**config.mk**
```make
export PLATFORM = sky130hd
export DESIGN_NAME = fetch_top
export DESIGN_NICKNAME = d
export VERILOG_FILES = /design/src/source/fetch_pkg.sv /design/src/source/icache.sv /design/src/source/ifu.sv /design/src/source/fetch_top.sv
export SDC_FILE = /design/constraint.sdc
export NUM_CORES = 2
export LEC_CHECK = 0
export BUFFER_PORTS_ARGS = -buffer_cell sky130_fd_sc_hd__buf_2
export CAP_MARGIN = 25
export CORE_ASPECT_RATIO = 1.1
export CORE_MARGIN = 5
export CORE_UTILIZATION = 30
export CTS_CLUSTER_DIAMETER = 100
export DETAILED_ROUTE_END_ITERATION = 6
export GPL_ROUTABILITY_DRIVEN = 0
export SLEW_MARGIN = 5
export SYNTH_ARGS = -nofsm -noshare
export SYNTH_HDL_FRONTEND = slang
export SYNTH_SLANG_ARGS = --single-unit
export TNS_END_PERCENT = 5
```
**constraint.sdc**
```tcl
create_clock -name clock -period 9.9 [get_ports clock]
set_clock_uncertainty 0.2 [all_clocks]
set_input_delay 0.495 -clock clock [delete_from_list [all_inputs] [get_ports clock]]
set_output_delay 0.495 -clock clock [all_outputs]
set_load 0.005 [all_outputs]
```
**src/source/fetch_pkg.sv**
```systemverilog
package fetch_pkg;

	// ~~~~~~~~~~~~~~~~~~~~~~~~~~~~~~~~~~~~~~~~~~~~~~~~~~~~~~~~~~~~~~~~~~~~
	// Base types.
	// ~~~~~~~~~~~~~~~~~~~~~~~~~~~~~~~~~~~~~~~~~~~~~~~~~~~~~~~~~~~~~~~~~~~~
	typedef logic [31:0] addr_t; // Byte address.
	typedef logic [31:0] inst_t; // One RV32 instruction.
	typedef logic [1:0]  burst_t;
	typedef logic [3:0]  len_t;  // Beats minus one.

	localparam burst_t BURST_FIXED = 2'd0;
	localparam burst_t BURST_INCR  = 2'd1;

	// Cache line geometry.
	localparam int   LINE_WORDS = 4;
	localparam int   LINE_BYTES = 16;
	localparam len_t BURST_LEN  = 4'd3; // Full line refill.

	// ~~~~~~~~~~~~~~~~~~~~~~~~~~~~~~~~~~~~~~~~~~~~~~~~~~~~~~~~~~~~~~~~~~~~
	// Bus and decoder structs.
	// ~~~~~~~~~~~~~~~~~~~~~~~~~~~~~~~~~~~~~~~~~~~~~~~~~~~~~~~~~~~~~~~~~~~~
	typedef struct packed {
		addr_t  addr;
		burst_t burst;
		len_t   len;
	} ar_req_t;

	typedef struct packed {
		inst_t data;
		logic  last; // Final beat of the burst.
	} r_beat_t;

	// What the decoder sees.
	typedef struct packed {
		addr_t pc;
		inst_t inst;
	} fetch_out_t;

endpackage

```
**src/source/icache.sv**
```systemverilog
`timescale 1ns/1ps

module icache #(
	parameter int ICACHE_SETS = 16
) (
	input  logic             clock,
	input  logic             rst_n,
	input  logic             lookup,
	input  fetch_pkg::addr_t pc,
	output logic             hit_valid,
	output logic             hit,
	output fetch_pkg::inst_t hit_data,
	input  logic             fill_valid,
	input  fetch_pkg::addr_t fill_addr,
	input  fetch_pkg::inst_t fill_data
);
	import fetch_pkg::*;

	localparam int OFF_W  = $clog2(LINE_BYTES);
	localparam int WORD_W = $clog2(LINE_WORDS);
	localparam int IDX_W  = $clog2(ICACHE_SETS);
	localparam int TAG_W  = $bits(addr_t) - IDX_W - OFF_W;

	typedef logic [TAG_W-1:0]  tag_t;
	typedef logic [IDX_W-1:0]  idx_t;
	typedef logic [WORD_W-1:0] word_t;

	// ~~~~~~~~~~~~~~~~~~~~~~~~~~~~~~~~~~~~~~~~~~~~~~~~~~~~~~~~~~~~~~~~~~~~
	// Storage.
	// ~~~~~~~~~~~~~~~~~~~~~~~~~~~~~~~~~~~~~~~~~~~~~~~~~~~~~~~~~~~~~~~~~~~~
	tag_t                  tag_mem    [ICACHE_SETS];
	inst_t                 data_mem   [ICACHE_SETS][LINE_WORDS];
	logic [LINE_WORDS-1:0] word_valid [ICACHE_SETS]; // One bit per word.

	tag_t  look_tag;
	idx_t  look_idx;
	word_t look_word;
	tag_t  fill_tag;
	idx_t  fill_idx;
	word_t fill_word;

	// Address split for both ports.
	assign look_tag  = pc[$bits(addr_t)-1 -: TAG_W];
	assign look_idx  = pc[OFF_W +: IDX_W];
	assign look_word = pc[OFF_W-1 -: WORD_W];
	assign fill_tag  = fill_addr[$bits(addr_t)-1 -: TAG_W];
	assign fill_idx  = fill_addr[OFF_W +: IDX_W];
	assign fill_word = fill_addr[OFF_W-1 -: WORD_W];

	// ~~~~~~~~~~~~~~~~~~~~~~~~~~~~~~~~~~~~~~~~~~~~~~~~~~~~~~~~~~~~~~~~~~~~
	// Refill port.
	// ~~~~~~~~~~~~~~~~~~~~~~~~~~~~~~~~~~~~~~~~~~~~~~~~~~~~~~~~~~~~~~~~~~~~
	always_ff @(posedge clock) begin
		if (fill_valid) begin
			data_mem[fill_idx][fill_word] <= fill_data;
			if (fill_word == '0)
				tag_mem[fill_idx] <= fill_tag; // New line owner.
		end
	end

	always_ff @(posedge clock) begin
		if (!rst_n) begin
			word_valid <= '{default: '0};
		end else if (fill_valid) begin
			// First word starts the line over.
			if (fill_word == '0)
				word_valid[fill_idx] <= LINE_WORDS'(1);
			else
				word_valid[fill_idx][fill_word] <= 1'b1;
		end
	end

	// ~~~~~~~~~~~~~~~~~~~~~~~~~~~~~~~~~~~~~~~~~~~~~~~~~~~~~~~~~~~~~~~~~~~~
	// Lookup, answered one cycle later.
	// ~~~~~~~~~~~~~~~~~~~~~~~~~~~~~~~~~~~~~~~~~~~~~~~~~~~~~~~~~~~~~~~~~~~~
	always_ff @(posedge clock) begin
		if (!rst_n)
			hit_valid <= 1'b0;
		else
			hit_valid <= lookup;
	end

	always_ff @(posedge clock) begin
		if (lookup) begin
			// Partly filled lines never hit.
			hit      <= (tag_mem[look_idx] == look_tag) && (&word_valid[look_idx]);
			hit_data <= data_mem[look_idx][look_word];
		end
	end

	// The fetch unit never looks up while a refill is running.
	no_lookup_during_fill_a: assert property (@(posedge clock) disable iff (!rst_n)
		!(lookup && fill_valid));

endmodule

```
**src/source/ifu.sv**
```systemverilog
`timescale 1ns/1ps

module ifu #(
	parameter fetch_pkg::addr_t RESET_PC    = 32'h3000_0000,
	parameter fetch_pkg::addr_t CACHE_BASE  = 32'ha000_0000,
	parameter fetch_pkg::addr_t CACHE_LIMIT = 32'ha200_0000
) (
	input  logic                  clock,
	input  logic                  rst_n,
	output logic                  ar_valid,
	input  logic                  ar_ready,
	output fetch_pkg::ar_req_t    ar_req,
	input  logic                  r_valid,
	input  fetch_pkg::r_beat_t    r_beat,
	input  logic                  jump_wrong,
	input  fetch_pkg::addr_t      jump_addr,
	output logic                  idu_valid,
	input  logic                  idu_ready,
	output fetch_pkg::fetch_out_t fetch,
	output logic                  lookup,
	output fetch_pkg::addr_t      pc,
	input  logic                  hit_valid,
	input  logic                  hit,
	input  fetch_pkg::inst_t      hit_data,
	output logic                  fill_valid,
	output fetch_pkg::addr_t      fill_addr,
	output fetch_pkg::inst_t      fill_data
);
	import fetch_pkg::*;

	localparam int    OFF_W     = $clog2(LINE_BYTES);
	localparam addr_t LINE_MASK = ~addr_t'(LINE_BYTES - 1);

	typedef enum logic [2:0] {
		S_IDLE,    // Fetch starts here.
		S_LOOKUP,  // Cache answer due.
		S_REQUEST, // Address on the bus.
		S_RECEIVE, // Waiting for beats.
		S_DELIVER  // Instruction offered to the decoder.
	} state_t;

	state_t state;
	state_t state_next;
	logic   cached;
	logic   xfer_done;
	logic   beat_match;
	logic   jump_pend;
	addr_t  jump_target;
	addr_t  pc_next;
	inst_t  inst_q;

	// ~~~~~~~~~~~~~~~~~~~~~~~~~~~~~~~~~~~~~~~~~~~~~~~~~~~~~~~~~~~~~~~~~~~~
	// Region decode and transfer status.
	// ~~~~~~~~~~~~~~~~~~~~~~~~~~~~~~~~~~~~~~~~~~~~~~~~~~~~~~~~~~~~~~~~~~~~
	assign cached     = (pc >= CACHE_BASE) && (pc < CACHE_LIMIT);
	assign xfer_done  = (state == S_RECEIVE) && r_valid && r_beat.last;
	assign beat_match = !cached || (fill_addr[OFF_W-1:2] == pc[OFF_W-1:2]);

	// ~~~~~~~~~~~~~~~~~~~~~~~~~~~~~~~~~~~~~~~~~~~~~~~~~~~~~~~~~~~~~~~~~~~~
	// FSM.
	// ~~~~~~~~~~~~~~~~~~~~~~~~~~~~~~~~~~~~~~~~~~~~~~~~~~~~~~~~~~~~~~~~~~~~
	always_comb begin
		state_next = state;
		case (state)
			S_IDLE: begin
				if (jump_wrong)
					state_next = S_IDLE; // Restart at the new pc.
				else if (cached)
					state_next = S_LOOKUP;
				else
					state_next = S_REQUEST;
			end
			S_LOOKUP: begin
				if (jump_wrong)
					state_next = S_IDLE;
				else if (hit_valid)
					state_next = hit ? S_DELIVER : S_REQUEST;
			end
			S_REQUEST: begin
				if (ar_ready)
					state_next = S_RECEIVE;
			end
			S_RECEIVE: begin
				// Pending redirect throws the result away.
				if (xfer_done)
					state_next = (jump_wrong || jump_pend) ? S_IDLE : S_DELIVER;
			end
			S_DELIVER: begin
				if (jump_wrong || idu_ready)
					state_next = S_IDLE;
			end
			default: state_next = S_IDLE;
		endcase
	end

	always_comb begin
		pc_next = pc;
		if (xfer_done && (jump_wrong || jump_pend))
			pc_next = jump_wrong ? jump_addr : jump_target;
		else if (jump_wrong && (state inside {S_IDLE, S_LOOKUP, S_DELIVER}))
			pc_next = jump_addr;
		else if ((state == S_DELIVER) && idu_ready)
			pc_next = pc + 32'd4;
	end

	always_ff @(posedge clock) begin
		if (!rst_n) begin
			state <= S_IDLE;
			pc    <= RESET_PC;
		end else begin
			state <= state_next;
			pc    <= pc_next;
		end
	end

	// Redirects during a bus transfer wait for its last beat.
	always_ff @(posedge clock) begin
		if (!rst_n)
			jump_pend <= 1'b0;
		else if (xfer_done)
			jump_pend <= 1'b0;
		else if (jump_wrong && (state inside {S_REQUEST, S_RECEIVE}))
			jump_pend <= 1'b1;
	end

	always_ff @(posedge clock) begin
		if (jump_wrong)
			jump_target <= jump_addr; // Latest redirect wins.
	end

	// ~~~~~~~~~~~~~~~~~~~~~~~~~~~~~~~~~~~~~~~~~~~~~~~~~~~~~~~~~~~~~~~~~~~~
	// Refill sequencing and instruction capture.
	// ~~~~~~~~~~~~~~~~~~~~~~~~~~~~~~~~~~~~~~~~~~~~~~~~~~~~~~~~~~~~~~~~~~~~
	always_ff @(posedge clock) begin
		if ((state == S_LOOKUP) && hit_valid && !hit)
			fill_addr <= pc & LINE_MASK; // Burst starts at the line base.
		else if (fill_valid)
			fill_addr <= fill_addr + 32'd4;
	end

	always_ff @(posedge clock) begin
		if ((state == S_LOOKUP) && hit_valid && hit)
			inst_q <= hit_data;
		else if ((state == S_RECEIVE) && r_valid && beat_match)
			inst_q <= r_beat.data;
	end

	assign fill_valid = (state == S_RECEIVE) && r_valid && cached;
	assign fill_data  = r_beat.data;

	// ~~~~~~~~~~~~~~~~~~~~~~~~~~~~~~~~~~~~~~~~~~~~~~~~~~~~~~~~~~~~~~~~~~~~
	// Outputs.
	// ~~~~~~~~~~~~~~~~~~~~~~~~~~~~~~~~~~~~~~~~~~~~~~~~~~~~~~~~~~~~~~~~~~~~
	assign lookup       = (state == S_IDLE) && cached && !jump_wrong;
	assign ar_valid     = (state == S_REQUEST);
	assign ar_req.addr  = cached ? (pc & LINE_MASK) : pc;
	assign ar_req.burst = cached ? BURST_INCR : BURST_FIXED;
	assign ar_req.len   = cached ? BURST_LEN : len_t'(0); // Boot reads are single beats.

	assign idu_valid  = (state == S_DELIVER);
	assign fetch.pc   = pc;
	assign fetch.inst = inst_q;

	ar_stable_a: assert property (@(posedge clock) disable iff (!rst_n)
		ar_valid && !ar_ready |=> ar_valid && $stable(ar_req));

	// Decoder sees the same word until it takes it.
	fetch_hold_a: assert property (@(posedge clock) disable iff (!rst_n)
		idu_valid && !idu_ready && !jump_wrong |=> idu_valid && $stable(fetch));

	no_beat_in_idle_a: assert property (@(posedge clock) disable iff (!rst_n)
		(state == S_IDLE) |-> !r_valid);

endmodule

```
**src/source/fetch_top.sv**
```systemverilog
`timescale 1ns/1ps

module fetch_top #(
	parameter fetch_pkg::addr_t RESET_PC    = 32'h3000_0000,
	parameter fetch_pkg::addr_t CACHE_BASE  = 32'ha000_0000,
	parameter fetch_pkg::addr_t CACHE_LIMIT = 32'ha200_0000,
	parameter int               ICACHE_SETS = 16
) (
	input  logic                  clock,
	input  logic                  rst_n,
	output logic                  ar_valid,
	input  logic                  ar_ready,
	output fetch_pkg::ar_req_t    ar_req,
	input  logic                  r_valid,
	input  fetch_pkg::r_beat_t    r_beat,
	input  logic                  jump_wrong,
	input  fetch_pkg::addr_t      jump_addr,
	output logic                  idu_valid,
	input  logic                  idu_ready,
	output fetch_pkg::fetch_out_t fetch
);
	import fetch_pkg::*;

	// Fetch unit to cache.
	logic  lookup;
	addr_t pc;
	logic  hit_valid;
	logic  hit;
	inst_t hit_data;
	logic  fill_valid;
	addr_t fill_addr;
	inst_t fill_data;

	ifu #(
		.RESET_PC    (RESET_PC),
		.CACHE_BASE  (CACHE_BASE),
		.CACHE_LIMIT (CACHE_LIMIT)
	) i_ifu (
		.clock      (clock),
		.rst_n      (rst_n),
		.ar_valid   (ar_valid),
		.ar_ready   (ar_ready),
		.ar_req     (ar_req),
		.r_valid    (r_valid),
		.r_beat     (r_beat),
		.jump_wrong (jump_wrong),
		.jump_addr  (jump_addr),
		.idu_valid  (idu_valid),
		.idu_ready  (idu_ready),
		.fetch      (fetch),
		.lookup     (lookup),
		.pc         (pc),
		.hit_valid  (hit_valid),
		.hit        (hit),
		.hit_data   (hit_data),
		.fill_valid (fill_valid),
		.fill_addr  (fill_addr),
		.fill_data  (fill_data)
	);

	icache #(
		.ICACHE_SETS (ICACHE_SETS)
	) i_icache (
		.clock      (clock),
		.rst_n      (rst_n),
		.lookup     (lookup),
		.pc         (pc),
		.hit_valid  (hit_valid),
		.hit        (hit),
		.hit_data   (hit_data),
		.fill_valid (fill_valid),
		.fill_addr  (fill_addr),
		.fill_data  (fill_data)
	);

endmodule

```
### Word-level counts from Yosys, hierarchy flattened

Memory sizes are Yosys's and may differ from the RTL's. A register that Yosys moved wholly into a read port is not among the register bits.
Index checks and enable logic that the tools add are counted.

* bits in latches: 0
* memories: 2
* bits in writable memories: 2432
* output and inout port bits: 104
* logic and storage cells: 138
* bits of input ports: 71
* register bits after elaboration: 230
* ROM bits: 0

Memory list
* i_icache.data_mem: depth 16, width 128, read ports 1, clocked after memory_dff 1, write ports 1, line icache.sv:32 `inst_t data_mem [ICACHE_SETS][LINE_WORDS];`
* i_icache.tag_mem: depth 16, width 24, read ports 1, clocked after memory_dff 1, write ports 1, line icache.sv:31 `tag_t tag_mem [ICACHE_SETS];`

* bitwise gates (word level): 9
* multiplexer cells: 45
* $add $sub $neg: 2
* $lt $le $gt $ge: 10
* div/mod/pow operators: 0
* eq/ne operators: 10
* shift-type cells: 0
* reductions and logical operators: 34
* $mul: 0

Operator list (number)
* $mux 32: 11
* $mux 128: 1
* $add 32x3->32 const B: 2
* $bmux 32 s2: 1
* $demux 32 s2: 1
* $mux 64: 1
* $or 64x64->64: 1
* $and 48x48->48: 1
* $not 48->48: 1
* $mux 4: 9
* $demux 4 s4: 2
* $ge 32x32->1 const B: 1
* $lt 32x32->1 const B: 1
* $eq 24x24->1: 1
* $mux 3: 8
* $logic_and 1x1->1: 18
* $bmux 4 s4: 1
* $or 16x16->16: 1
* $pmux 3 s5: 1
* $ge 5x5->1 const B: 2
* $not 4->5: 2
* $reduce_and 4->1: 2
* $eq 3x2->1 const B: 2
* $ge 3x3->1 const B: 2
* 21 further kinds: 37

### Depth between registers and ports, before layout

* depth in word-level cells: 8
* mapped depth: 12
* mapped depth without buffers: 8

### Hierarchy

Synthesis repeated with hierarchy kept, for this count alone.

* cell total of the unflattened synthesis: 4702
* area, all modules: 103966.0 um2

By module, submodules not included
* icache: cells each 3912, instances 1, area an instance 96133.4 um2
* ifu: cells each 790, instances 1, area an instance 7832.5 um2

### Least setup slack after synthesis

No wires, ideal clock.

* path kind: register to register
* from: register i_ifu.pc[31]
* to: memory i_icache.data_mem[12][100] (netlist name) (enable)
* arrival: 4.178 ns
* setup slack: 5.050 ns
* clock period less this slack: 4.850 ns
* cell stages (with the launch flop): 8
* cells stage by stage: dfxtp_1 > clkbuf_1 > nor2b_1 > nand4_1 > nor2_1 > nand2_1 > clkbuf_1 > nor2_1

* cells in the longest elaborated chain, start to end: 5
* elaborated cells between the ends (all ways): 6
* classes of those cells: order compare (2); mux (2); reduce/logical (2)

RTL lines
* from (decl): line ifu.sv:21 `output fetch_pkg::addr_t pc,`
* from (signal assigned): line ifu.sv:112 `pc <= pc_next;`
* $ge 32x32->1 or $lt 32x32->1 (tied branches): line ifu.sv:55 `assign cached = (pc >= CACHE_BASE) && (pc < CACHE_LIMIT);`
* $logic_and 1x1->1 *: line ifu.sv:55
* $logic_and 1x1->1 *: line ifu.sv:148 `assign fill_valid = (state == S_RECEIVE) && r_valid && cached;`
* $mux 1 *: line icache.sv:54 `if (fill_valid) begin`
* $mux 128 (implied by the code) *: line icache.sv:55 `data_mem[fill_idx][fill_word] <= fill_data;`
* to (decl): line icache.sv:32

Every way passes the cells marked *; elsewhere a longest branch is shown, timed or not.

==> PnR_summary.wiki <==
{| class="wikitable"
! Metric !! Value
|-
| Maximum vdd ir drop || approximately 0.00014 V
|-
| Die boundary width || 568 um
|-
| Cell Area, Placed || 0.110 mm^2
|-
| Routed Wire Length || 283 mm
|-
| Reg clk slew, reported paths || about 60 ps
|-
| Count of routing violations after the opening detailed-route iteration || approximately 6300
|-
| Area fraction of the dominant cell type after synthesis || between 70 and 80%
|-
| FP Rows || approximately 230
|-
| Initial cell density of the core || ~30%
|-
| Number of hold-slack violations in the final timing report || 0
|-
| Post-synth top flop || sky130_fd_sc_hd__edfxtp_1
|-
| Die outline height || about 620 um
|-
| Series of cell instances along the critical path || buf_12 > buf_12 > mux4_2 > mux4_2 > mux4_2
|-
| Post-Layout Inst Area || between 0.1 and 0.15 mm^2
|-
| Number of pins exceeding their max-slew limit in the final report || 0
|-
| Area leader, netlist || sky130_fd_sc_hd__edfxtp_1
|-
| Top post-synthesis cells by count || sky130_fd_sc_hd__edfxtp_1, sky130_fd_sc_hd__mux4_2, sky130_fd_sc_hd__nor2_1
|-
| Seq cells post-synth || ~2700
|-
| Cell with the most instances on the worst path || sky130_fd_sc_hd__mux4_2
|-
| GRT Resource Usage Total || between 15 and 20%
|-
| Share of synthesized area occupied by flip-flops and latches || between 70% and 80%
|-
| CP Data Required Time || ~10000 ps
|-
| Cell Area, Synth || around 0.10 mm^2
|-
| Area Overhead vs Synth || 16.5%
|-
| Final routed wire length divided by cell count || between 20 and 30 um
|-
| Total number of vias || roughly 50000
|-
| Clock tree from TritonCTS || built
|-
| # H-tree levels || 5
|-
| I/O pin cnt || between 150 and 200
|-
| Result of the run || finished clean
|-
| Via count of the first global-routing pass || between 50000 and 60000
|-
| Most used standard cell by instance count after synthesis || sky130_fd_sc_hd__edfxtp_1
|-
| Area enclosed by the die boundary || around 0.35 mm^2
|-
| Average cell area after synthesis || about 23 um^2
|-
| Final setup TNS || 0 ps
|-
| Fraction of final layout cells sized beyond drive strength 1 || between 30% and 40%
|-
| Crit-path max cell delay || 1000 ps
|-
| Setup repair after global routing missed its margin || no
|-
| Number of warnings issued by yosys || 0
|-
| Slew of the pin with the lowest slew margin || roughly 1300 ps
|-
| Number of maximum-capacitance violations || 0
|-
| Post-Route Utilization || 35.1%
|-
| TritonRoute pass-1 iters || 5
|-
| Pin count of the biggest net entering global routing || ~140
|-
| Core box area || roughly 0.34 mm^2
|-
| Clock sink count || ~2700
|-
| Critical path arrival || ~5100 ps
|-
| Post-layout min period || between 4000 and 5000 ps
|-
| Port-buffer cells || around 170
|-
| Setup crit end kind || flip-flop
|-
| Clock buffers created by TritonCTS || ~280
|-
| Number of nets in the finished design || between 5000 and 6000
|-
| Maximum buffer depth of the clock tree || 4
|-
| DRC violations left || 0
|-
| Final period util || between 40% and 50%
|-
| First-pass GRT wire length || 397 mm
|-
| Leakage dissipation || roughly 36 nW
|-
| Syn Inst Count || roughly 4600
|-
| Resized cells post-CTS || 0
|-
| Async SR Flop Fraction || 0%
|-
| Worst-path cell with the longest stage delay || sky130_fd_sc_hd__dfxtp_4
|-
| Cell area power density || 203 mW/mm^2
|-
| Setup slack after placement || about 5200 ps
|-
| Number of synthesized flops with an enable pin || around 2500
|-
| Critical Path Source Type || flip-flop
|-
| Fmax || 209 MHz
|-
| Worst hold margin || a little over 60 ps
|-
| Gr ovfl total || 0
|-
| Final worst-path setup slack || between 5000 and 6000 ps
|-
| Count of cell types in the netlist || 65
|-
| Post-detail-place hpwl || about 150 mm
|-
| Class of the tightest hold or removal check || in2reg
|-
| Number of antenna violations at the first check in global routing || 18
|-
| Largest fanout of any net on the critical path || around 140
|-
| Leading post-synthesis cells by cell area || sky130_fd_sc_hd__edfxtp_1, sky130_fd_sc_hd__mux4_2, sky130_fd_sc_hd__dfxtp_1, sky130_fd_sc_hd__mux2_2, sky130_fd_sc_hd__nor2_1
|-
| Max transition margin || approximately 14%
|-
| Number of buffers inserted by post-CTS setup repair || 0
|-
| Critical setup path kind || reg2reg
|-
| Insertion delay to the later sink of the worst-skew pair || about 860 ps
|-
| Per-cell via count in the routed design || 5.18
|-
| Setup-violating endpoint count in the final report || 0
|-
| Post-route ant nets || 0
|-
| Clk Tree Root Cell || sky130_fd_sc_hd__clkbuf_16
|}
==> area by class of cell <==
cell class | count | area (um^2)
fill | 31000 | 222000
sequential | 2664 | 78600
inverter | 20 | 85.1
antenna | 6 | 15.0
timing repair buffer | 377 | 3200
clock buffer | 354 | 7520
clock inverter | 143 | 1310
multi-input combinational | 1605 | 23300
tap | 4540 | 5680
==> worst max-delay path, delay by kind of cell (launching register included) <==
family / cells / cell delay [ps]
buffers and inverters: 2 / 1190
flip-flops: 1 / 1000
multiplexers: 3 / 1390
==> cell usage in the layout (no fill, tap or decap), types with 31 or more instances in the layout <==
cell | synthesis | final
sky130_fd_sc_hd__a21oi_1 | 42 | 42
sky130_fd_sc_hd__buf_12 | 0 | 31
sky130_fd_sc_hd__buf_2 | 75 | 171
sky130_fd_sc_hd__buf_4 | 39 | 108
sky130_fd_sc_hd__clkbuf_1 | 134 | 58
sky130_fd_sc_hd__clkbuf_16 | 0 | 288
sky130_fd_sc_hd__clkinv_1 | 1 | 42
sky130_fd_sc_hd__clkinv_2 | 0 | 53
sky130_fd_sc_hd__dfxtp_1 | 139 | 135
sky130_fd_sc_hd__dlygate4sd3_1 | 0 | 53
sky130_fd_sc_hd__edfxtp_1 | 2525 | 2525
sky130_fd_sc_hd__mux2_2 | 67 | 67
sky130_fd_sc_hd__mux2i_1 | 42 | 42
sky130_fd_sc_hd__mux4_2 | 771 | 771
sky130_fd_sc_hd__nand2_1 | 91 | 89
sky130_fd_sc_hd__nor2_1 | 163 | 97
sky130_fd_sc_hd__nor2_4 | 0 | 65
sky130_fd_sc_hd__o21ai_0 | 57 | 56
sky130_fd_sc_hd__xnor2_1 | 41 | 41
sky130_fd_sc_hd__xor2_1 | 39 | 39
==> logic make-up after synthesis <==
family | Yosys count | synth area share [%]
compound gates | 228 | 1.52
xor+xnor | 80 | 0.681
fa+ha+maj | 6 | 0.0730
buf+inv | 301 | 1.37
flops | 2664 | 76.4
mux | 880 | 18.0
other cells | 1 | 0.00365
simple gates | 408 | 1.87
==> through the flow <==
stage | power (mW) | std cells
5_1_grt | 25.1 | 9708
3_5_place_dp | 14.4 | 9133
4_1_cts | 24.5 | 9667
3_3_place_gp | 14.3 | 9118
6_report | 24.3 | 9709
2_1_floorplan | 13.8 | 4570
==> state kept, by name, summed over array words and instances (netlist names), named ones only <==
| name | cells |
|---|---|
| i_icache.hit | 1 |
| i_ifu.pc | 32 |
| i_icache.word_valid | 64 |
| i_ifu.fill_addr | 30 |
| i_icache.tag_mem | 384 |
| i_ifu.state | 3 |
| i_ifu.jump_target | 32 |
| i_ifu.inst_q | 32 |
| i_icache.hit_valid | 1 |
| i_icache.data_mem | 2048 |
| i_ifu.jump_pend | 1 |
| i_icache.hit_data | 32 |
==> metal layers <==
layer	share of wire (%)	wire length [um]	up-vias	track usage [%]
li1	-	-	20000	-
met1	39	112000	27300	20.8
met2	49	138000	2449	25.5
met3	8.6	24300	472	3.36
met4	3.2	9050	2	4.59
met5	0.0071	20	-	0
==> where the power goes <==
part	internal (mW)	switching [mW]
logic	0.851	0.868
clock network	5.86	4.32
registers	12.3	0.0803
==> path summary, 6_finish.rpt <==
kind	depth (start not counted)	slack, ps	to	start
worst min-delay path	1	60	i_icache.data_mem[15][42]$_DFFE_PP_	r_beat[11]
worst max-delay path	5	5120	i_icache.hit_data[0]$_DFFE_PP_	flip-flop
worst min register to register	1	260	i_icache.word_valid[0]$_SDFFE_PN0P_	i_icache.word_valid[0]$_SDFFE_PN0P_
worst max register to register	5	5120	i_icache.hit_data[0]$_DFFE_PP_	flip-flop
==> what timing repair did <==
action,CTS,global route
hold buffers,37,16
setup endpoints to repair,0,0
endpoints found under the hold margin,83,450
Note: power is estimated with default switching activity, not from simulation.
